==> src/design/cart_pkg.sv <==
/* cartridge format: header offsets, mapper kinds and write decoding
   header types outside the five kinds below are treated as plain 32 KB ROM */
`default_nettype none

package cart_pkg;

	// --------------------------------------
	// mapper kinds, decoded from header 147h
	typedef enum logic [2:0] {
		kind_none = 3'd0, // 32k linear, no registers
		kind_mbc1 = 3'd1,
		kind_mbc2 = 3'd2, // 512 x 4 bit ram on chip
		kind_mbc3 = 3'd3, // rtc not modelled
		kind_mbc5 = 3'd4
	} mbc_kind_e;

	// header words as they pass in the load stream (byte addresses, 16 bit beats)
	localparam logic [24:0] hdr_cgb_off  = 25'h142; // flag sits in the high byte
	localparam logic [24:0] hdr_type_off = 25'h146; // type in the high byte
	localparam logic [24:0] hdr_size_off = 25'h148; // rom size low, ram size high

	localparam logic [7:0] cgb_flag_dual = 8'h80; // runs on both
	localparam logic [7:0] cgb_flag_only = 8'hc0; // colour only

	// --------------------------------------
	// cpu write regions, addr[15:13] below 8000
	typedef enum logic [2:0] {
		region_ram_en   = 3'b000, // 0000-1fff
		region_rom_bank = 3'b001, // 2000-3fff
		region_ram_bank = 3'b010, // 4000-5fff
		region_mode     = 3'b011  // 6000-7fff
	} region_e;

	localparam logic [3:0] ram_en_key = 4'ha; // low nibble that opens the ram

	// data written to 4000-5fff, read differently per mapper
	typedef struct packed {
		logic [3:0] rsvd;
		logic       rtc_sel; // 08h-0ch select an rtc register
		logic       rsvd_b;
		logic [1:0] bank;
	} mbc3_bank_wr_t;

	typedef struct packed {
		logic [3:0] rsvd;
		logic [3:0] bank; // 16 ram banks
	} mbc5_bank_wr_t;

	typedef union packed {
		mbc3_bank_wr_t mbc3;
		mbc5_bank_wr_t mbc5;
	} ram_bank_wr_u;

endpackage

`default_nettype wire
==> src/design/mem_pkg.sv <==
/* memory geometry and the structs that carry requests and mapper state
   cpu side is the 16 bit console bus, load side is the 25 bit host stream */
`default_nettype none

package mem_pkg;

	localparam int cpu_addr_w  = 16;
	localparam int load_addr_w = 25; // byte address of the load stream
	localparam int load_data_w = 16; // one word per beat
	localparam int rom_bank_w  = 9;  // up to 512 x 16k on mbc5
	localparam int ram_bank_w  = 4;  // up to 16 x 8k

	// one cpu request, rd and wr are exclusive
	typedef struct packed {
		logic [cpu_addr_w-1:0] addr;
		logic [7:0]            wdata;
		logic                  rd;
		logic                  wr;
	} cpu_req_t;

	typedef struct packed {
		cart_pkg::mbc_kind_e   kind;
		logic [rom_bank_w-1:0] rom_mask; // mirrors banks past the rom size
		logic [ram_bank_w-1:0] ram_mask;
		logic                  cgb_game;
	} cart_cfg_t;

	typedef struct packed {
		logic [rom_bank_w-1:0] rom_bank;
		logic [ram_bank_w-1:0] ram_bank;
		logic                  mbc1_mode; // 1 = 4/32 mode
		logic                  rtc_mode;
		logic                  ram_en;
	} bank_state_t;

	typedef struct packed {
		logic [load_addr_w-1:0] addr;
		logic [load_data_w-1:0] data;
	} load_beat_t;

endpackage

`default_nettype wire

==> src/design/rom_mapper.sv <==
/* rom window 0000-7fff; external rom answers rom_rd with a word one cycle later
   bytes read as 00 until the first image beat has arrived */
`timescale 1ns/1ps
`default_nettype none

module rom_mapper #(
	parameter int ROM_WORD_W = 22
) (
	input  wire                       clk_sys,
	input  wire                       reset,
	input  wire mem_pkg::cpu_req_t    cpu_req,
	input  wire mem_pkg::cart_cfg_t   cart_cfg,
	input  wire mem_pkg::bank_state_t bank,
	input  wire                       cart_ready,
	output logic                      rom_rd,
	output logic [ROM_WORD_W-1:0]     rom_addr,
	input  wire  [15:0]               rom_data,
	output logic [7:0]                rom_byte,
	output logic                      rom_valid
);

	logic [8:0]  bank_sel;  // 16k bank number
	logic [22:0] byte_addr; // up to 8 MB
	logic        odd_a;     // byte lane beside rom_rd
	logic        odd_b;     // byte lane beside rom_data
	logic [7:0]  lane;

	always_comb begin
		bank_sel = 9'd0; // 0000-3fff always bank 0
		if (cpu_req.addr[14]) begin
			case (cart_cfg.kind)
				cart_pkg::kind_mbc1: begin
					// mode 0 lets the ram bank bits drive rom a19-a20
					bank_sel = {2'b00, (bank.mbc1_mode ? 2'b00 : bank.ram_bank[1:0]),
						bank.rom_bank[4:0]} & cart_cfg.rom_mask;
				end
				cart_pkg::kind_mbc2,
				cart_pkg::kind_mbc3: bank_sel = {2'b00, bank.rom_bank[6:0]} & cart_cfg.rom_mask;
				cart_pkg::kind_mbc5: bank_sel = bank.rom_bank & cart_cfg.rom_mask;
				default:             bank_sel = 9'd1; // plain 32k
			endcase
		end
	end

	assign byte_addr = {bank_sel, cpu_req.addr[13:0]};

	// ----------------------------------------
	// request stage, then return stage
	always_ff @(posedge clk_sys) begin
		if (reset) begin
			rom_rd    <= 1'b0;
			rom_valid <= 1'b0;
		end else begin
			rom_rd    <= cpu_req.rd && !cpu_req.addr[15];
			rom_valid <= rom_rd; // rom_data lands now
		end
	end

	always_ff @(posedge clk_sys) begin
		rom_addr <= ROM_WORD_W'(byte_addr[22:1]); // word address
		odd_a    <= byte_addr[0];
		odd_b    <= odd_a;
	end

	assign lane     = odd_b ? rom_data[15:8] : rom_data[7:0]; // little endian words
	assign rom_byte = (rom_valid && cart_ready) ? lane : 8'h00; // zero when idle, top ORs

	a_rom_ret: assert property (@(posedge clk_sys) disable iff (reset)
		rom_valid |-> $past(rom_rd));

endmodule

`default_nettype wire

==> config.mk <==
export PLATFORM = sky130hd
export DESIGN_NAME = rom_mapper
export DESIGN_NICKNAME = d
export VERILOG_FILES = /design/src/design/cart_pkg.sv /design/src/design/mem_pkg.sv /design/src/design/rom_mapper.sv
export SDC_FILE = /design/constraint.sdc
export NUM_CORES = 1
export LEC_CHECK = 0
export BUFFER_PORTS_ARGS = -buffer_cell sky130_fd_sc_hd__buf_2
export CAP_MARGIN = 20
export CORE_MARGIN = 5
export CORE_UTILIZATION = 27
export CTS_CLUSTER_DIAMETER = 150
export DETAILED_ROUTE_END_ITERATION = 16
export PLACE_DENSITY = 0.87
export SLEW_MARGIN = 25
export SYNTH_ARGS = -nofsm -noshare
export SYNTH_HDL_FRONTEND = slang
export SYNTH_SLANG_ARGS = --single-unit
==> constraint.sdc <==
create_clock -name clk_sys -period 0.8 [get_ports clk_sys]
set_clock_uncertainty 0.05 [all_clocks]
set_input_delay 0.04 -clock clk_sys [delete_from_list [all_inputs] [get_ports clk_sys]]
set_output_delay 0.04 -clock clk_sys [all_outputs]
set_load 0.02 [all_outputs]
Word level (Yosys, flattened, before mapping) --
Cells that the tools add are included.
Operators by class: bitwise operators 3, equality and inequality tests 4, reduce and logical (&&, ||, !) cells 4, multiplexer cells 4
Operators with widths (number):
- $pmux 9 s3 | 1
- $and 7x9->9 | 2
- $mux 8 | 2
- $and 9x9->9 | 1
- $eq 3x2->1 const B | 2
- $eq 3x1->1 const B | 1
- $eq 3x3->1 const B | 1
- $logic_and 1x1->1 | 2
- $mux 2 | 1
- $reduce_or 2->1 | 1
- $logic_not 1->1 | 1
Storage, ports and cells: output and inout bits 32, logic and storage cells 21, bits in registers 26

Logic depth before layout (Yosys ltp) --
word-level depth 3, depth in mapped cells 3

Least setup slack after synthesis --
No wires, ideal clock.
path kind reg-to-output, from reg rom_valid, to out rom_byte[0], stages on the path, launching flop included 3, setup slack -224 ps, data arrival time 934 ps, path buffers 0, cells stage by stage dfxtp_1 nand2_1 nor2_1
Between the ends: cells in the longest elaborated chain, start to end 2
RTL lines:
- from (decl) | RTL line rom_mapper.sv:19 | output logic rom_valid
- from (signal assigned) | RTL line rom_mapper.sv:55 | rom_valid <= rom_rd;
- $logic_and 1x1->1 | RTL line rom_mapper.sv:66 | assign rom_byte = (rom_valid && cart_ready) ? lane : 8'h00;
- $mux 8 | RTL line rom_mapper.sv:66
- to (decl) | RTL line rom_mapper.sv:18 | output logic [7:0] rom_byte,
Every way passes these cells.

Final worst setup path --
from reg odd_b, to out rom_byte[6]
Between the ends: cells in the longest elaborated chain, start to end 2
RTL lines:
- from (decl) | RTL line rom_mapper.sv:25 | logic odd_b;
- from (signal assigned) | RTL line rom_mapper.sv:62 | odd_b <= odd_a;
- $mux 8 | RTL line rom_mapper.sv:65 | assign lane = odd_b ? rom_data[15:8] : rom_data[7:0];
- $mux 8 | RTL line rom_mapper.sv:66
Every way passes these cells.

==> results.json <==
{
  "status": "finished with violations",
  "violations": "negative hold slack, negative setup slack",
  "mappedNetlistArea_um2": 812,
  "first_pass_iters": 4,
  "grt_antenna_before_repair": 0,
  "timing.final.crit_share": 1.74,
  "instances_no_fill": 245,
  "max_cap_violations": 0,
  "finalNetCount": 291,
  "start_kind": "register",
  "synth_area_leader_cell": "dfxtp_1",
  "worstSetupEndpointType": "output pin",
  "routabilityCongestion": 0.677,
  "cts_num_sinks": 26,
  "vias": 1101,
  "hold_viol_final": 3,
  "rsz0062_at_grt": "yes",
  "cp_max_fo": 8,
  "arrival_ps": 1310,
  "port_buffers": 91,
  "vias_per_cell": 4.49,
  "syn-num-nets": 154,
  "multi_input_area_um2": 450,
  "powerDensity_mw_per_mm2": 1380,
  "clk_path_buf_depth": 2,
  "hpwl_mm": 2.24,
  "grt_max_degree": 16,
  "synth_top_area_share": 0.641,
  "fin_setup_tns_ps": -6340,
  "wirelength_mm": 3.72,
  "dieArea_mm2": 0.00420,
  "wl_per_cell_um": 15.2,
  "synth-seq-area-share": 0.641,
  "cts_tree": "done",
  "drive_gt1_frac": 0.684,
  "finalSetupViolCount": 32,
  "dpl_cell_area_mm2": 0.00146,
  "ys_seq_elements": 26,
  "start_util": 0.273,
  "dp_slack_ps": -220,
  "max_slew_margin": 0.819,
  "nFillCells": 194,
  "fmax_mhz": 717,
  "die_w_um": 64.8,
  "fin_ws_ps": -595,
  "drt_iter0_drc": 35,
  "slew_violations": 0,
  "postCtsSetupBuffers": 0,
  "drc_errors": 0,
  "grt_usage": 0.160,
  "antenna_cells": 0,
  "clk_pin_slew_ps": 130,
  "ant_nets": 0,
  "ios": 110,
  "grt_remaining_overflow": 0,
  "grt_pass1_vias": 1153,
  "power_mw": 3.00,
  "period_needed_ps": 1400,
  "required_ps": 710,
  "hp-class": "in -> reg",
  "syn_avg_cell_area_um2": 10.7,
  "area_delta_synth_final_pct": 168,
  "leakagePower_nw": 0.994,
  "dp_cells": 204,
  "regArea_um2": 552,
  "worstSetupPathType": "reg -> out",
  "grt_pass1_wl_mm": 5.11,
  "hold_slack_ps": -33.7,
  "worst_slew_pin_slew_ps": 268,
  "synth.distinct_cells": 15,
  "cts_root_buf": "clkbuf_4",
  "fin_util": 0.731,
  "htreeDepth": 1,
  "syn_inst": 76,
  "clk_latency_ps": 310,
  "yosys_warnings": 0,
  "placementRows": 20,
  "cts_buffers": 3,
  "synth_top_cells_by_area": "dfxtp_1 (64%), mux2i_1 (9.9%), nor2_1 (6.0%)",
  "die_y_um": 64.8,
  "placeableCoreArea_mm2": 0.00298,
  "ir_drop_v": 0.000554,
  "cts_hold_buf": 37,
  "design_area_mm2": 0.00218
}
## report_power, final
part / switching [mW] / leakage, nW / internal [mW]
logic: 0.289 / 0.745 / 0.434
clock network: 0.379 / 0.0279 / 0.506
registers: 0.0306 / 0.221 / 1.36
total: 0.698 / 0.994 / 2.30
## layout make-up
cell class                      instances  area share
Tap cell                               33      0.0190
Clock inverter                          1      0.0138
Multi-Input combinational cell         48       0.207
Timing Repair Buffer                  133       0.495
Inverter                                1     0.00173
Clock buffer                            3      0.0104
Sequential cell                        26       0.254
## critical path, cell delays in order (launching register included)
cell	delay, ps
dfxtp_2	370
buf_12	170
mux2i_4	280
nor2_4	40
buf_6	130
## registers in the layout, indices dropped and copies added (netlist names)
signal / cells
odd_a: 1
odd_b: 1
rom_addr: 22
rom_rd: 1
rom_valid: 1
## Yosys cell counts
master,number
a31oi_1,3
and3_1,3
buf_2,1
dfxtp_1,26
inv_1,1
mux2i_1,8
nand2_1,12
nand3_1,2
nand3_2,1
nor2_1,13
nor2b_1,2
nor3b_1,1
nor4b_2,1
o21ai_0,1
or3_4,1
## cell families after synthesis
kind of cell / count (synthesis) / share of synthesized area
simple gates: 36 / 0.220
buf+inv: 2 / 0.0108
compound gates: 4 / 0.0293
mux: 8 / 0.0986
flops: 26 / 0.641
## path summary, 6_finish.rpt
path / from / to / slack [ps] / cells after the start
worst max-delay path: odd_b / rom_byte[6] / -600 / 4
worst min-delay path: bank[2] / rom_addr[18] / -30 / 4
worst max register to register: rom_rd / rom_valid / 200 / 1
worst min register to register: odd_a / odd_b / 290 / 0
## timing repair
action / CTS / global route
endpoints found under the setup margin: 32 / 32
endpoints found under the hold margin: 25 / 3
pin swaps: 0 / 1
resized for setup: 73 / 21
## cell usage in the layout (no fill, tap or decap), drive strengths merged
cell type    Yosys  routed
and3             3       3
dlygate4sd3      0      37
or3              1       1
mux2i            8       8
o21ai            1       1
nor4b            1       1
bufinv           0       1
nand3            3       3
nor3b            1       1
dfxtp           26      26
nor2b            2       2
inv              1       1
nor2            13      13
nand2           12      12
a31oi            3       3
buf              1      96
clkbuf           0       3
## per-layer routing
metal / GRT usage / up-vias / wire length (um)
li1: - / 528 / -
met1: 0.128 / 504 / 1190
met2: 0.350 / 63 / 2170
met3: 0.0416 / 6 / 311
met4: 0.0554 / 0 / 52
met5: 0 / - / 0
Power figures use the tool's default switching activity.
