**src/design/cart_pkg.sv**
```systemverilog
/* cartridge format: header offsets, mapper kinds and write decoding
   header types outside the five kinds below are treated as plain 32 KB ROM */
`default_nettype none

package cart_pkg;

	// --------------------------------------
	// mapper kinds, decoded from header 147h
	typedef enum logic [2:0] {
		kind_none = 3'd0, // 32k linear, no registers
		kind_mbc1 = 3'd1,
		kind_mbc2 = 3'd2, // 512 x 4 bit ram on chip
		kind_mbc3 = 3'd3, // rtc not modelled
		kind_mbc5 = 3'd4
	} mbc_kind_e;

	// header words as they pass in the load stream (byte addresses, 16 bit beats)
	localparam logic [24:0] hdr_cgb_off  = 25'h142; // flag sits in the high byte
	localparam logic [24:0] hdr_type_off = 25'h146; // type in the high byte
	localparam logic [24:0] hdr_size_off = 25'h148; // rom size low, ram size high

	localparam logic [7:0] cgb_flag_dual = 8'h80; // runs on both
	localparam logic [7:0] cgb_flag_only = 8'hc0; // colour only

	// --------------------------------------
	// cpu write regions, addr[15:13] below 8000
	typedef enum logic [2:0] {
		region_ram_en   = 3'b000, // 0000-1fff
		region_rom_bank = 3'b001, // 2000-3fff
		region_ram_bank = 3'b010, // 4000-5fff
		region_mode     = 3'b011  // 6000-7fff
	} region_e;

	localparam logic [3:0] ram_en_key = 4'ha; // low nibble that opens the ram

	// data written to 4000-5fff, read differently per mapper
	typedef struct packed {
		logic [3:0] rsvd;
		logic       rtc_sel; // 08h-0ch select an rtc register
		logic       rsvd_b;
		logic [1:0] bank;
	} mbc3_bank_wr_t;

	typedef struct packed {
		logic [3:0] rsvd;
		logic [3:0] bank; // 16 ram banks
	} mbc5_bank_wr_t;

	typedef union packed {
		mbc3_bank_wr_t mbc3;
		mbc5_bank_wr_t mbc5;
	} ram_bank_wr_u;

endpackage

`default_nettype wire
```
**src/design/mem_pkg.sv**
```systemverilog
/* memory geometry and the structs that carry requests and mapper state
   cpu side is the 16 bit console bus, load side is the 25 bit host stream */
`default_nettype none

package mem_pkg;

	localparam int cpu_addr_w  = 16;
	localparam int load_addr_w = 25; // byte address of the load stream
	localparam int load_data_w = 16; // one word per beat
	localparam int rom_bank_w  = 9;  // up to 512 x 16k on mbc5
	localparam int ram_bank_w  = 4;  // up to 16 x 8k

	// one cpu request, rd and wr are exclusive
	typedef struct packed {
		logic [cpu_addr_w-1:0] addr;
		logic [7:0]            wdata;
		logic                  rd;
		logic                  wr;
	} cpu_req_t;

	typedef struct packed {
		cart_pkg::mbc_kind_e   kind;
		logic [rom_bank_w-1:0] rom_mask; // mirrors banks past the rom size
		logic [ram_bank_w-1:0] ram_mask;
		logic                  cgb_game;
	} cart_cfg_t;

	typedef struct packed {
		logic [rom_bank_w-1:0] rom_bank;
		logic [ram_bank_w-1:0] ram_bank;
		logic                  mbc1_mode; // 1 = 4/32 mode
		logic                  rtc_mode;
		logic                  ram_en;
	} bank_state_t;

	typedef struct packed {
		logic [load_addr_w-1:0] addr;
		logic [load_data_w-1:0] data;
	} load_beat_t;

endpackage

`default_nettype wire

```
**src/design/header_capture.sv**
```systemverilog
/* snoops the header words while an image loads; fields hold until the next load
   cart_ready stays set once the first beat has been seen */
`timescale 1ns/1ps
`default_nettype none

module header_capture (
	input  wire                     clk_sys,
	input  wire                     reset,
	input  wire                     load_active,
	input  wire                     load_wr,
	input  wire mem_pkg::load_beat_t load_beat,
	output mem_pkg::cart_cfg_t      cart_cfg,
	output logic                    cart_ready
);

	logic [7:0] cgb_flag;
	logic [7:0] mbc_type;
	logic [7:0] rom_size;
	logic [7:0] ram_size;
	logic [9:0] rom_top; // 2^(n+1)-1, one bit wider than the mask

	always_ff @(posedge clk_sys) begin
		if (reset) begin
			cgb_flag   <= 8'h00;
			mbc_type   <= 8'h00;
			rom_size   <= 8'h00;
			ram_size   <= 8'h00;
			cart_ready <= 1'b0;
		end else if (load_active && load_wr) begin
			cart_ready <= 1'b1;
			case (load_beat.addr)
				cart_pkg::hdr_cgb_off:  cgb_flag <= load_beat.data[15:8];
				cart_pkg::hdr_type_off: mbc_type <= load_beat.data[15:8];
				cart_pkg::hdr_size_off: begin
					rom_size <= load_beat.data[7:0];  // 148h
					ram_size <= load_beat.data[15:8]; // 149h
				end
				default: ;
			endcase
		end
	end

	// decode, purely from the stored bytes
	always_comb begin
		if (mbc_type inside {[8'h01:8'h03]})
			cart_cfg.kind = cart_pkg::kind_mbc1;
		else if (mbc_type inside {[8'h05:8'h06]})
			cart_cfg.kind = cart_pkg::kind_mbc2;
		else if (mbc_type inside {[8'h0f:8'h13]})
			cart_cfg.kind = cart_pkg::kind_mbc3;
		else if (mbc_type inside {[8'h19:8'h1e]})
			cart_cfg.kind = cart_pkg::kind_mbc5;
		else
			cart_cfg.kind = cart_pkg::kind_none; // includes 00h rom only

		rom_top = (10'd2 << rom_size[3:0]) - 10'd1;
		cart_cfg.rom_mask = (rom_size <= 8'd8) ? rom_top[8:0] : 9'd127; // 52h-54h odd sizes

		if (ram_size <= 8'd2)
			cart_cfg.ram_mask = 4'd0;  // none, 2k or one 8k bank
		else if (ram_size == 8'd3)
			cart_cfg.ram_mask = 4'd3;  // 32k
		else
			cart_cfg.ram_mask = 4'd15; // 128k

		cart_cfg.cgb_game = (cgb_flag == cart_pkg::cgb_flag_dual) ||
			(cgb_flag == cart_pkg::cgb_flag_only);
	end

endmodule

`default_nettype wire

```
**config.mk**
```make
export PLATFORM = sky130hd
export DESIGN_NAME = header_capture
export DESIGN_NICKNAME = d
export VERILOG_FILES = /design/src/design/cart_pkg.sv /design/src/design/mem_pkg.sv /design/src/design/header_capture.sv
export SDC_FILE = /design/constraint.sdc
export NUM_CORES = 1
export LEC_CHECK = 0
export BUFFER_PORTS_ARGS = -buffer_cell sky130_fd_sc_hd__buf_2
export CORE_UTILIZATION = 53
export DETAILED_ROUTE_END_ITERATION = 12
export PLACE_DENSITY = 0.84
export REMOVE_ABC_BUFFERS = 1
export SYNTH_ARGS = -nofsm -noshare
export SYNTH_HDL_FRONTEND = slang
export SYNTH_SLANG_ARGS = --single-unit
```
**constraint.sdc**
```tcl
create_clock -name clk_sys -period 5.8 [get_ports clk_sys]
set_clock_uncertainty 0.2 [all_clocks]
set_input_delay 0.87 -clock clk_sys [delete_from_list [all_inputs] [get_ports clk_sys]]
set_output_delay 0.87 -clock clk_sys [all_outputs]
set_load 0.05 [all_outputs]
```
Word-level counts from Yosys, hierarchy flattened
Cells that the tools add are included.
{"block": "word_totals", "regBits": 33, "in_bits": 45, "out_inout_bits": 18, "wordCells": 39}
{"block": "op_classes", "addsub": 1, "n_lt_le_gt_ge": 10, "n_eq_ne": 6, "n_shift": 1, "n_mux": 7, "n_reduce_logical": 9}
{"cell": "== test 25 x 9 -> 1 bit, second input constant", "n": 3}
{"cell": "== test 8 bit, second input constant", "n": 2}
{"cell": "<= comparator 8 x 2 -> 1 bit, second input constant", "n": 2}
{"cell": "<= comparator 8 x 5 -> 1 bit, second input constant", "n": 2}
{"cell": "2-to-1 mux 3 bit", "n": 4}
{"cell": "2-to-1 mux 9 bit", "n": 1}
{"cell": "<< shifter 2 x 4 -> 9 bit, first input constant", "n": 1}
{"cell": "subtractor 9 x 1 -> 9 bit, second input constant", "n": 1}
{"cell": "== test 8 x 2 -> 1 bit, second input constant", "n": 1}
{"cell": "greater-or-equal comparator 8 x 1 -> 1 bit, second input constant", "n": 1}
{"cell": "greater-or-equal comparator 8 x 3 -> 1 bit, second input constant", "n": 1}
{"cell": "greater-or-equal comparator 8 x 4 -> 1 bit, second input constant", "n": 1}
{"cell": "greater-or-equal comparator 8 x 5 -> 1 bit, second input constant", "n": 1}
{"cell": "<= comparator 8 x 3 -> 1 bit, second input constant", "n": 1}
{"cell": "<= comparator 8 x 4 -> 1 bit, second input constant", "n": 1}
{"cell": "2-to-1 mux 4 bit", "n": 2}
{"cell": "AND reduction 2 bit", "n": 3}
{"cell": "logical AND 1 bit", "n": 5}
{"cell": "logical OR 1 bit", "n": 1}

Depth between registers and ports, before layout
{"block": "depth", "depth_word": 6, "mapped_depth": 7, "ltp_nobuf": 6}

Least setup slack after synthesis
Ideal clock, no wire load.
{"block": "synth_path", "path_type": "register to output", "from": "reg rom_size[1]", "to": "out cart_cfg[8] (netlist name)", "arrival_ps": 3032, "required_ps": 4730, "setup_slack_ps": 1698, "path_stages_with_launch": 8, "n_path_buf": 1, "path_cell_list": "dfxtp_1 > clkbuf_1 > nor3_1 > nand2_1 > ha_1 > nand3_1 > o21ai_0 > o311ai_0"}
{"item": "from (decl)", "line_no": "header_capture.sv:18", "text": "logic [7:0] rom_size;"}
{"item": "from (signal assigned)", "line_no": "header_capture.sv:35", "text": "rom_size <= load_beat.data[7:0];"}
{"item": "to (decl)", "line_no": "header_capture.sv:12", "text": "output mem_pkg::cart_cfg_t cart_cfg,"}

==> out/qor.txt <==
met3 WL post-DR: 121 um
CTS tree: built
Port Buffer Count: 61
fin cells: 290
first-pass GRT wire length: 5800 um
register area: 641 um^2
CTS Buffer Depth: 2
Post-DP HPWL: 2520 um
setup TNS: 0 ps
vias in the first global route: 1,392
Initial Util: 56.8%
crit-path max cell delay: 390 ps
Post-route DRC: 0
outcome: finished, final reports clean
# clock sinks: 32
area grow syn2layout: 19.8%
routability congestion estimate: 0.722
Total Nets Final: 291
Critical Path Slowest Stage Cell: dfxtp_1
DR iter-0 viols: 90
Root Driver: clkbuf_4
# H-tree levels: 2
vias per cell: 5.08
register bit total from synthesis: 32
crit path DAT: 2350 ps
drt first pass iters: 4
Slew HR: 58.4%
met2 wire length: 1680 um
Post-CTS Setup Bufs: 0
synth warn: 0
crit-path cells: nor3_1 > nand2_1 > ha_1 > or3_1 > a21oi_1 > o21a_1 > buf_2
startpoint types: flip-flop
FILL cells: 260
Seq pwr share: 52.7%
total power draw: 0.000417 W
die extent in x: 59.9 um
Buf/Inv on CP: 1
sw power: 0.0000882 W
final setup violation count: 0
Gate power share: 8.5%
DP Worst Slack: 2740 ps
die outline height: 59.9 um
Max IR drop VDD: 0.179 mV
Crit Path Class: reg -> out
ANT cells: 0
RSZ-0062 raised after global routing: false
number of unique standard cell types used by synthesis: 38
Crit. End Element: output port
static leakage: 1.08 nW
Crit Path Max Fanout: 9
Core Area: 3130 um^2
most common cell after layout, fill and taps aside: buf_2
Routed WL: 3380 um
area of the multi-input gates: 1040 um^2
max_cap viols: 0
M1 WL: 1550 um
clk_lat worst skew: 330 ps
sequential share of the synthesized area: 36.1%
DR WL/cell: 11.7 um
highest clock rate: 293 MHz
dpl cells: 282
CTS hold repair buffers: 0
CTS clock-pin slew for the worst setup and hold paths: 90 ps
post-route antenna net violation count: 0
grt ovf: 0
pwr dens: 196 nW/um^2
setup slack after layout: 2380 ps
Least-Margin Pin Slew: 619 ps
Layout Utilization: 68.0%
Gate Count Post-Synth: 190
Hold Vio Cnt, Final: 0
Int Pwr: 0.000329 W
total die area: 3590 um^2
share of layout cells above drive strength 1: 30.5%
clock network fraction of total power: 38.7%
Synth Area per Inst: 9.34 um^2
Data required, critical path: 4730 ps
initial antenna violation count: 0
DR vias: 1,474
# IOs: 63
commonest non-fill, non-tap cells in the layout: buf_2 (61), nand2b_1 (51), dfxtp_1 (32)
Worst Hold Class: reg -> reg
switching fraction of total power: 21.1%
largest net degree at the start of global routing: 49
fin crit share: 58.9%
total CTS buffers: 5
delay-heaviest family, CP: simple AND/OR/NAND/NOR gates
post-route minimum period: 3420 ps
Site Rows: 20
Final Max Slew Viols: 0
synthesized cell area: 1780 um^2
Tot GR Track Use: 21.7%
Resized Gates After CTS: 0
Highest Signal Layer: met4
worst register-to-register path, cell delays in order (launching register included):
cell      delay (ps)
dfxtp_1          470
nand2b_1         100
mux2i_1          140
cell families (layout without fill, tap and decap cells):
family	after synthesis	count (layout)	synth area share, %
multiplexers	31	31	17.5
other	1	1	0.211
buffers and inverters	15	71	5.22
XOR/XNOR	1	1	0.493
flip-flops	32	32	36.1
adder cells (fa/ha/maj)	1	1	0.705
AND/OR/NAND/NOR	94	94	34.7
AO/OA/AOI/OAI	15	15	5.15
final cells by class:
cell class                      count  share of cell area [%]
Clock buffer                        6                    1.94
Clock inverter                      2                    1.65
Inverter                            2                   0.353
Multi-Input combinational cell    143                    49.0
Sequential cell                    32                    30.1
Tap cell                           44                    2.59
Timing Repair Buffer               61                    14.4
cells in the mapped netlist (all sizes together):
cell	n	area, um^2
o311ai	1	8.76
nand2	8	30.0
o21ai	5	25.0
o21a	1	7.51
a2bb2oi	1	8.76
xnor2	1	8.76
nor3	2	10.0
buf	6	58.8
and4b	1	10.0
or4	2	18.8
dfxtp	32	641
o211ai	1	7.51
nor2b	1	6.26
o22ai	1	6.26
nor4b	1	15.0
a21oi	4	20.0
nand3	3	15.0
ha	1	12.5
nand4	2	18.8
nor4	9	98.8
or3	2	12.5
a21o	1	7.51
nor3b	1	7.51
nor2	6	22.5
and3	4	25.0
inv	2	7.51
and2	1	6.26
mux2i	31	310
clkbuf	7	26.3
conb	1	3.75
nand2b	51	319
metal layers:
layer / vias to the layer above / track usage, %
met2: 38 / 37.6
met3: 4 / 6.49
met1: 663 / 25.4
met5: - / 0
met4: 0 / 7.31
li1: 769 / -
flip-flops by register name, summed over array words and instances (netlist names):
register and cells:
cgb_flag 7, rom_size 8, cart_ready 1, mbc_type 8, ram_size 8
stage by stage:
step | hold slack, ps | cell area [um^2]
final | 264 | 2130
after global routing | 292 | 2130
after CTS | 274 | 2130
after detailed placement | 251 | 2050
after global placement | 245 | 2050
after floorplan | 244 | 1690
worst paths after layout:
kind	end	startpoint	depth (start not counted)	slack [ps]
setup / recovery	cart_cfg[12]	rom_size[1]$_SDFFE_PP0P_	7	2380
hold / removal	cart_ready$_SDFFE_PP0P_	cart_ready$_SDFFE_PP0P_	2	260
setup reg to reg	rom_size[1]$_SDFFE_PP0P_	rom_size[1]$_SDFFE_PP0P_	2	4820
hold reg to reg	cart_ready$_SDFFE_PP0P_	cart_ready$_SDFFE_PP0P_	2	260
power groups by stage:
stage	sequential [W]	combinational, W	clock [W]
after floorplan	0.000227	0.0000130	0
after global placement	0.000225	0.0000354	0
after detailed placement	0.000225	0.0000359	0
after CTS	0.000220	0.0000361	0.000167
after global routing	0.000220	0.0000393	0.000178
final	0.000220	0.0000357	0.000162
Note: power is estimated with default switching activity, not from simulation.
