`src/design/cart_pkg.sv`:
```
/* cartridge format: header offsets, mapper kinds and write decoding
   header types outside the five kinds below are treated as plain 32 KB ROM */
`default_nettype none

package cart_pkg;

	// --------------------------------------
	// mapper kinds, decoded from header 147h
	typedef enum logic [2:0] {
		kind_none = 3'd0, // 32k linear, no registers
		kind_mbc1 = 3'd1,
		kind_mbc2 = 3'd2, // 512 x 4 bit ram on chip
		kind_mbc3 = 3'd3, // rtc not modelled
		kind_mbc5 = 3'd4
	} mbc_kind_e;

	// header words as they pass in the load stream (byte addresses, 16 bit beats)
	localparam logic [24:0] hdr_cgb_off  = 25'h142; // flag sits in the high byte
	localparam logic [24:0] hdr_type_off = 25'h146; // type in the high byte
	localparam logic [24:0] hdr_size_off = 25'h148; // rom size low, ram size high

	localparam logic [7:0] cgb_flag_dual = 8'h80; // runs on both
	localparam logic [7:0] cgb_flag_only = 8'hc0; // colour only

	// --------------------------------------
	// cpu write regions, addr[15:13] below 8000
	typedef enum logic [2:0] {
		region_ram_en   = 3'b000, // 0000-1fff
		region_rom_bank = 3'b001, // 2000-3fff
		region_ram_bank = 3'b010, // 4000-5fff
		region_mode     = 3'b011  // 6000-7fff
	} region_e;

	localparam logic [3:0] ram_en_key = 4'ha; // low nibble that opens the ram

	// data written to 4000-5fff, read differently per mapper
	typedef struct packed {
		logic [3:0] rsvd;
		logic       rtc_sel; // 08h-0ch select an rtc register
		logic       rsvd_b;
		logic [1:0] bank;
	} mbc3_bank_wr_t;

	typedef struct packed {
		logic [3:0] rsvd;
		logic [3:0] bank; // 16 ram banks
	} mbc5_bank_wr_t;

	typedef union packed {
		mbc3_bank_wr_t mbc3;
		mbc5_bank_wr_t mbc5;
	} ram_bank_wr_u;

endpackage

`default_nettype wire
```
`src/design/mem_pkg.sv`:
```
/* memory geometry and the structs that carry requests and mapper state
   cpu side is the 16 bit console bus, load side is the 25 bit host stream */
`default_nettype none

package mem_pkg;

	localparam int cpu_addr_w  = 16;
	localparam int load_addr_w = 25; // byte address of the load stream
	localparam int load_data_w = 16; // one word per beat
	localparam int rom_bank_w  = 9;  // up to 512 x 16k on mbc5
	localparam int ram_bank_w  = 4;  // up to 16 x 8k

	// one cpu request, rd and wr are exclusive
	typedef struct packed {
		logic [cpu_addr_w-1:0] addr;
		logic [7:0]            wdata;
		logic                  rd;
		logic                  wr;
	} cpu_req_t;

	typedef struct packed {
		cart_pkg::mbc_kind_e   kind;
		logic [rom_bank_w-1:0] rom_mask; // mirrors banks past the rom size
		logic [ram_bank_w-1:0] ram_mask;
		logic                  cgb_game;
	} cart_cfg_t;

	typedef struct packed {
		logic [rom_bank_w-1:0] rom_bank;
		logic [ram_bank_w-1:0] ram_bank;
		logic                  mbc1_mode; // 1 = 4/32 mode
		logic                  rtc_mode;
		logic                  ram_en;
	} bank_state_t;

	typedef struct packed {
		logic [load_addr_w-1:0] addr;
		logic [load_data_w-1:0] data;
	} load_beat_t;

endpackage

`default_nettype wire

```
`src/design/bank_regs.sv`:
```
/* mapper registers written by the cpu at 0000-7fff
   held at power-on values while an image loads; rtc registers are not kept */
`timescale 1ns/1ps
`default_nettype none

module bank_regs (
	input  wire                      clk_sys,
	input  wire                      reset,
	input  wire                      load_active,
	input  wire mem_pkg::cpu_req_t   cpu_req,
	input  wire mem_pkg::cart_cfg_t  cart_cfg,
	output mem_pkg::bank_state_t     bank
);

	// rom bank 1 mapped at 4000, everything else off
	localparam mem_pkg::bank_state_t bank_init = '{
		rom_bank:  9'd1,
		ram_bank:  4'd0,
		mbc1_mode: 1'b0,
		rtc_mode:  1'b0,
		ram_en:    1'b0
	};

	cart_pkg::region_e      region;
	cart_pkg::ram_bank_wr_u bank_wr;
	logic                   reg_wr; // write into the rom window

	assign region  = cart_pkg::region_e'(cpu_req.addr[15:13]);
	assign bank_wr = cpu_req.wdata;
	assign reg_wr  = cpu_req.wr && !cpu_req.addr[15];

	always_ff @(posedge clk_sys) begin
		if (reset || load_active) begin
			bank <= bank_init;
		end else if (reg_wr) begin
			case (region)
				cart_pkg::region_ram_en: begin
					bank.ram_en <= (cpu_req.wdata[3:0] == cart_pkg::ram_en_key); // any other value locks
				end
				cart_pkg::region_rom_bank: begin
					if (cart_cfg.kind == cart_pkg::kind_mbc5) begin
						if (cpu_req.addr[12])
							bank.rom_bank[8] <= cpu_req.wdata[0]; // 3000-3fff, high bit
						else
							bank.rom_bank[7:0] <= cpu_req.wdata; // 2000-2fff, bank 0 allowed
					end else if (cpu_req.wdata[6:0] == 7'd0) begin
						bank.rom_bank <= 9'd1; // older mappers never map bank 0 up here
					end else begin
						bank.rom_bank <= {2'b00, cpu_req.wdata[6:0]};
					end
				end
				cart_pkg::region_ram_bank: begin
					if (cart_cfg.kind == cart_pkg::kind_mbc3) begin
						if (bank_wr.mbc3.rtc_sel) begin
							bank.rtc_mode <= 1'b1;
						end else begin
							bank.rtc_mode <= 1'b0;
							bank.ram_bank <= {2'b00, bank_wr.mbc3.bank};
						end
					end else if (cart_cfg.kind == cart_pkg::kind_mbc5) begin
						bank.ram_bank <= bank_wr.mbc5.bank;
					end else begin
						bank.ram_bank <= {2'b00, cpu_req.wdata[1:0]}; // mbc1 upper bits live here too
					end
				end
				cart_pkg::region_mode: begin
					if (cart_cfg.kind == cart_pkg::kind_mbc1)
						bank.mbc1_mode <= cpu_req.wdata[0];
				end
				default: ;
			endcase
		end
	end

	// the console bus never reads and writes in the same cycle
	a_rd_wr_excl: assert property (@(posedge clk_sys) disable iff (reset)
		!(cpu_req.rd && cpu_req.wr));

endmodule

`default_nettype wire

```
`config.mk`:
```
export PLATFORM = sky130hd
export DESIGN_NAME = bank_regs
export DESIGN_NICKNAME = d
export VERILOG_FILES = /design/src/design/cart_pkg.sv /design/src/design/mem_pkg.sv /design/src/design/bank_regs.sv
export SDC_FILE = /design/constraint.sdc
export NUM_CORES = 1
export LEC_CHECK = 0
export BUFFER_PORTS_ARGS = -buffer_cell sky130_fd_sc_hd__buf_2
export CORE_MARGIN = 4
export CORE_UTILIZATION = 42
export CTS_BUF_LIST = sky130_fd_sc_hd__clkbuf_8
export DETAILED_ROUTE_END_ITERATION = 16
export PLACE_DENSITY = 0.94
export SKIP_CTS_REPAIR_TIMING = 1
export SYNTH_ARGS = -nofsm -noshare
export SYNTH_HDL_FRONTEND = slang
export SYNTH_SLANG_ARGS = --single-unit
```
`constraint.sdc`:
```
create_clock -name clk_sys -period 2.5 [get_ports clk_sys]
set_clock_uncertainty 0.05 [all_clocks]
set_input_delay 0.25 -clock clk_sys [delete_from_list [all_inputs] [get_ports clk_sys]]
set_output_delay 0.25 -clock clk_sys [all_outputs]
set_load 0.01 [all_outputs]
```
; ---- Word level (Yosys, flattened, before mapping)
; Index checks and enable logic that the tools add are counted.
[word_totals]
input_bits = 46
out_inout_bits = 16
ff_bits = 16
word_cells = 35
[classes]
muxes = 8
reduce_logical = 11
n_eq_ne = 10
[op_table]
columns = cell, count
row1 = AND reduction 3 bit, 5
row2 = two-way mux 4 bit, 3
row3 = == test 3 x 2 -> 1 bit (second input constant), 3
row4 = two-way mux 9 bit, 1
row5 = two-way mux 8 bit, 1
row6 = logical NOT 7 bit, 1
row7 = two-way mux 7 bit, 1
row8 = == test 3 x 1 -> 1 bit (second input constant), 2
row9 = inequality test 2 bit (second input constant), 3
row10 = == test 4 bit (second input constant), 1
row11 = == test 3 bit (second input constant), 1
row12 = logical NOT 3 bit, 1
row13 = two-way mux 1 bit, 2
row14 = AND reduction 2 bit, 1
row15 = logical AND 1 bit, 1
row16 = logical NOT 1 bit, 1
row17 = logical OR 1 bit, 1

; ---- Logic depth before layout (Yosys ltp)
[depth]
word_depth = 3
mapped_depth = 4
mapped_depth_nobuf = 3

; ---- Worst setup path before layout
; No wires, ideal clock.
[synth_path]
path_kind = input-to-reg
from = in cpu_req[5] in the netlist's numbering
to = reg bank[7] in the netlist's numbering
setup_time_ps = 70
required_time_ps = 2380
cell_stages = 3
arrival_time_ps = 1242
n_path_buf = 0
slack_ps = 1138
cell_sequence = or4_1 -> or4_1 -> a21oi_1
[synth_via]
elab_chain_len = 3
[synth_lines]
columns = item, line_no
row1 = "start, declared", bank_regs.sv:10  ; input wire mem_pkg::cpu_req_t cpu_req,
row2 = logical NOT 7 bit, bank_regs.sv:46  ; end else if (cpu_req.wdata[6:0] == 7'd0) begin
row3 = two-way mux 7 bit, bank_regs.sv:46
row4 = two-way mux 9 bit, bank_regs.sv:41  ; if (cart_cfg.kind == cart_pkg::kind_mbc5) begin
row5 = "end signal, assigned", bank_regs.sv:34  ; bank <= bank_init;
row6 = "end, declared", bank_regs.sv:12  ; output mem_pkg::bank_state_t bank
; No other way between the ends.
; A chain may end at the register's enable or synchronous reset.

; ---- Worst setup path after layout
; Same ends and word-level chain as after synthesis.

==> impl_results.md <==
* Outcome: complete, no violations
* Max Cap Violations at 0
* Multiplexer share of the synthesized area at just under 8%
* Hold_ws at 212 ps
* Root Buffer: clkbuf_8
* Core Area at between 1500 and 2000 um2
* CTS Buf Count at 3
* Nets at 168
* Final setup fails at 0
* Wire length on met3 at 182 um
* Setup ws final at 1220 ps
* Cell area after synthesis at 759 um2
* Max FFs per register at 16
* Highest Signal Layer: met4
* Synth cell types at 23
* Ports at 62
* 1st-iter DRT viols at 14
* Synth top area share at a little over two fifths
* Vias in the first global route at about 750
* Met2 WL at ~970 um
* Area grow syn2layout at 31.0%
* M1 WL at 782 um
* Simple-Gate Fraction of Synth Area at between 30% and 40%
* CP startpoint: cpu_req[5]
* Die area at approximately 2600 um2
* Ranking of synthesized cells by area: dfxtp_1 42%, mux2i_1 7.9%, a21oi_1 6.6%, nand3_1 5.3%, nor4bb_1 5.3%
* CP Launch Type: primary input
* RSZ-0062 raised after global routing: no
* Final max-slew violation count at 0
* Final Hold Viols at 0
* Die H at 50.5 um
* Slew @ Worst Pin at between 500 and 600 ps
* CTS sink cnt at 16
* Port bufs at 34
* Tot GR Track Use at between 10% and 20%
* DRT antenna net count at 0
* Maximum vdd drop at 0.489 mV
* Cells after synthesis at between 80 and 90
* Initial Util at 44.0%
* Layout cell share with drive strength beyond 1 at approximately 33%
* Tcrit/Tclk final at roughly 51%
* GP Congestion at roughly 0.74
* Final Util at slightly below 60%
* Reg with most FFs: bank
* Max FO, Critical Path at 6
* Worst path required time at about 2600 ps
* Reg2reg start: bank[2]
* Total grt overflow at 0
* Yosys top cell by area: dfxtp_1
* Via/cell ratio at 5.61
* Dpl hpwl at between 1500 and 2000 um
* Clock slew at reported path FFs at ~60 ps
* Fin crit period at approximately 1300 ps
* Regs by FF count: bank: 16 flops
* WS Path Type: in2reg
* Sequential share of the synthesized area at ~42%
* Max Freq at 779 MHz
* Cell Pwr Density at around 500 nW/um2
* H-tree levels at 1
* CTS Buffer Depth at 2
* First-pass GRT wire length at about 3100 um
* Fin Setup TNS at 0 ps
* Die width at 50.5 um
* Critical path endpoint category: flip-flop
* CP arrival at around 1400 ps
* Slew HR at 61.7%
* Routed WL at ~2000 um
* Rows at 15
* Ant. Diodes at 0
* Placed Cells incl. Taps at 142
* DRT Pass-1 Iters at 4
* Synth Area in XOR/XNOR at 0%
* Static Leak at 0.420 nW
* Startpoint of the lowest-slack hold path: cpu_req[8]
* Compound-Gate Fraction of Synth Area at between 10 and 15%
* Largest family of logic cells by synthesized area: simple AND/OR/NAND/NOR gates
* Synth Area in Adders at 0%
* Hold Path Class: in2reg
* Synth Register Bits at 16
* Initial antenna violation count at 0
* Setup Slack @ Placement at between 900 and 1000 ps
* Syn avg cell area at 8.83 um2
* Worst-Skew Late Latency at 250 ps
* Remaining DRCs at 0
* Net Count, Synth at about 130
* Vias at roughly 810
* CTS tree: yes
* Synth Warn # at 0
* Largest net degree at the start of global routing at 13
* Non-filler cells, final at between 100 and 150
* Routed length per instance at about 14 um
## final timing paths
path	end	slack (ps)	cells past startpoint
max	bank[7]	1220	4
min	bank[13]	210	3
max reg2reg	bank[2]	1740	3
min reg2reg	bank[1]	410	2
## Yosys cell counts, drive strengths merged
master   count
nand2        9
nand4b       3
nand3        8
and4bb       1
nor4b        2
nor4         1
dfxtp       16
nor2         2
o21ai        8
a211oi       1
or4          2
nand4        2
inv          1
a21oi       10
nor3b        1
nor2b        1
clkbuf       4
nor4bb       4
nand4bb      2
mux2i        6
a31o         1
or2          1
## report_power, final
group	leakage [nW]	total [mW]	internal [mW]	switching (mW)
registers	0.129	0.257	0.256	0.000568
logic	0.270	0.0527	0.0225	0.0302
clock network	0.0216	0.190	0.107	0.0834
## kinds of logic after synthesis
family                 after synthesis
multiplexers                         6
buffers and inverters                5
AO/OA/AOI/OAI                       20
AND/OR/NAND/NOR                     39
flip-flops                          16
## critical path: stages
cell and delay (ps):
buf_2 130, or4_1 500, or4_1 410, a21oi_1 130
## layer usage
metal  track usage (%)  up-vias
met1              17.5      375
met5                 0        -
met3              5.64        3
met4              6.28        0
li1                  -      394
met2              27.4       41
## metrics by stage
stage | total power, mW | instance area [um2]
2_1_floorplan | 0.285 | 759
3_3_place_gp | 0.313 | 953
3_5_place_dp | 0.315 | 953
4_1_cts | 0.501 | 995
5_1_grt | 0.519 | 995
6_report | 0.500 | 995
## cell type report
type	count	area, um2
repair buffers	35	178
multi-input cells	65	420
inverters	1	3.75
fillers	179	732
flip-flops and latches	16	320
clock buffers	3	41.3
well taps	25	31.3
## placed cells by master, fill, tap and decap left out
| master | synthesis | final |
|---|---|---|
| o21ai_1 | 2 | 2 |
| nand4bb_1 | 2 | 2 |
| and4bb_2 | 1 | 1 |
| a211oi_1 | 1 | 1 |
| dfxtp_1 | 16 | 16 |
| or2_2 | 1 | 1 |
| buf_2 | 0 | 34 |
| nor3b_1 | 1 | 1 |
| mux2i_1 | 6 | 6 |
| nand4_1 | 2 | 2 |
| nand3_1 | 8 | 8 |
| nor2b_1 | 1 | 1 |
| nor4bb_1 | 4 | 4 |
| clkbuf_8 | 0 | 3 |
| nor4b_1 | 2 | 2 |
| nand2_1 | 9 | 9 |
| inv_1 | 1 | 1 |
| nand4b_1 | 3 | 3 |
| or4_1 | 2 | 2 |
| o21ai_0 | 6 | 6 |
| a21oi_1 | 10 | 10 |
| nor2_1 | 2 | 2 |
| nor4_1 | 1 | 1 |
| buf_4 | 0 | 1 |
| a31o_1 | 1 | 1 |
No activity file was read; power rests on OpenSTA's default activity.
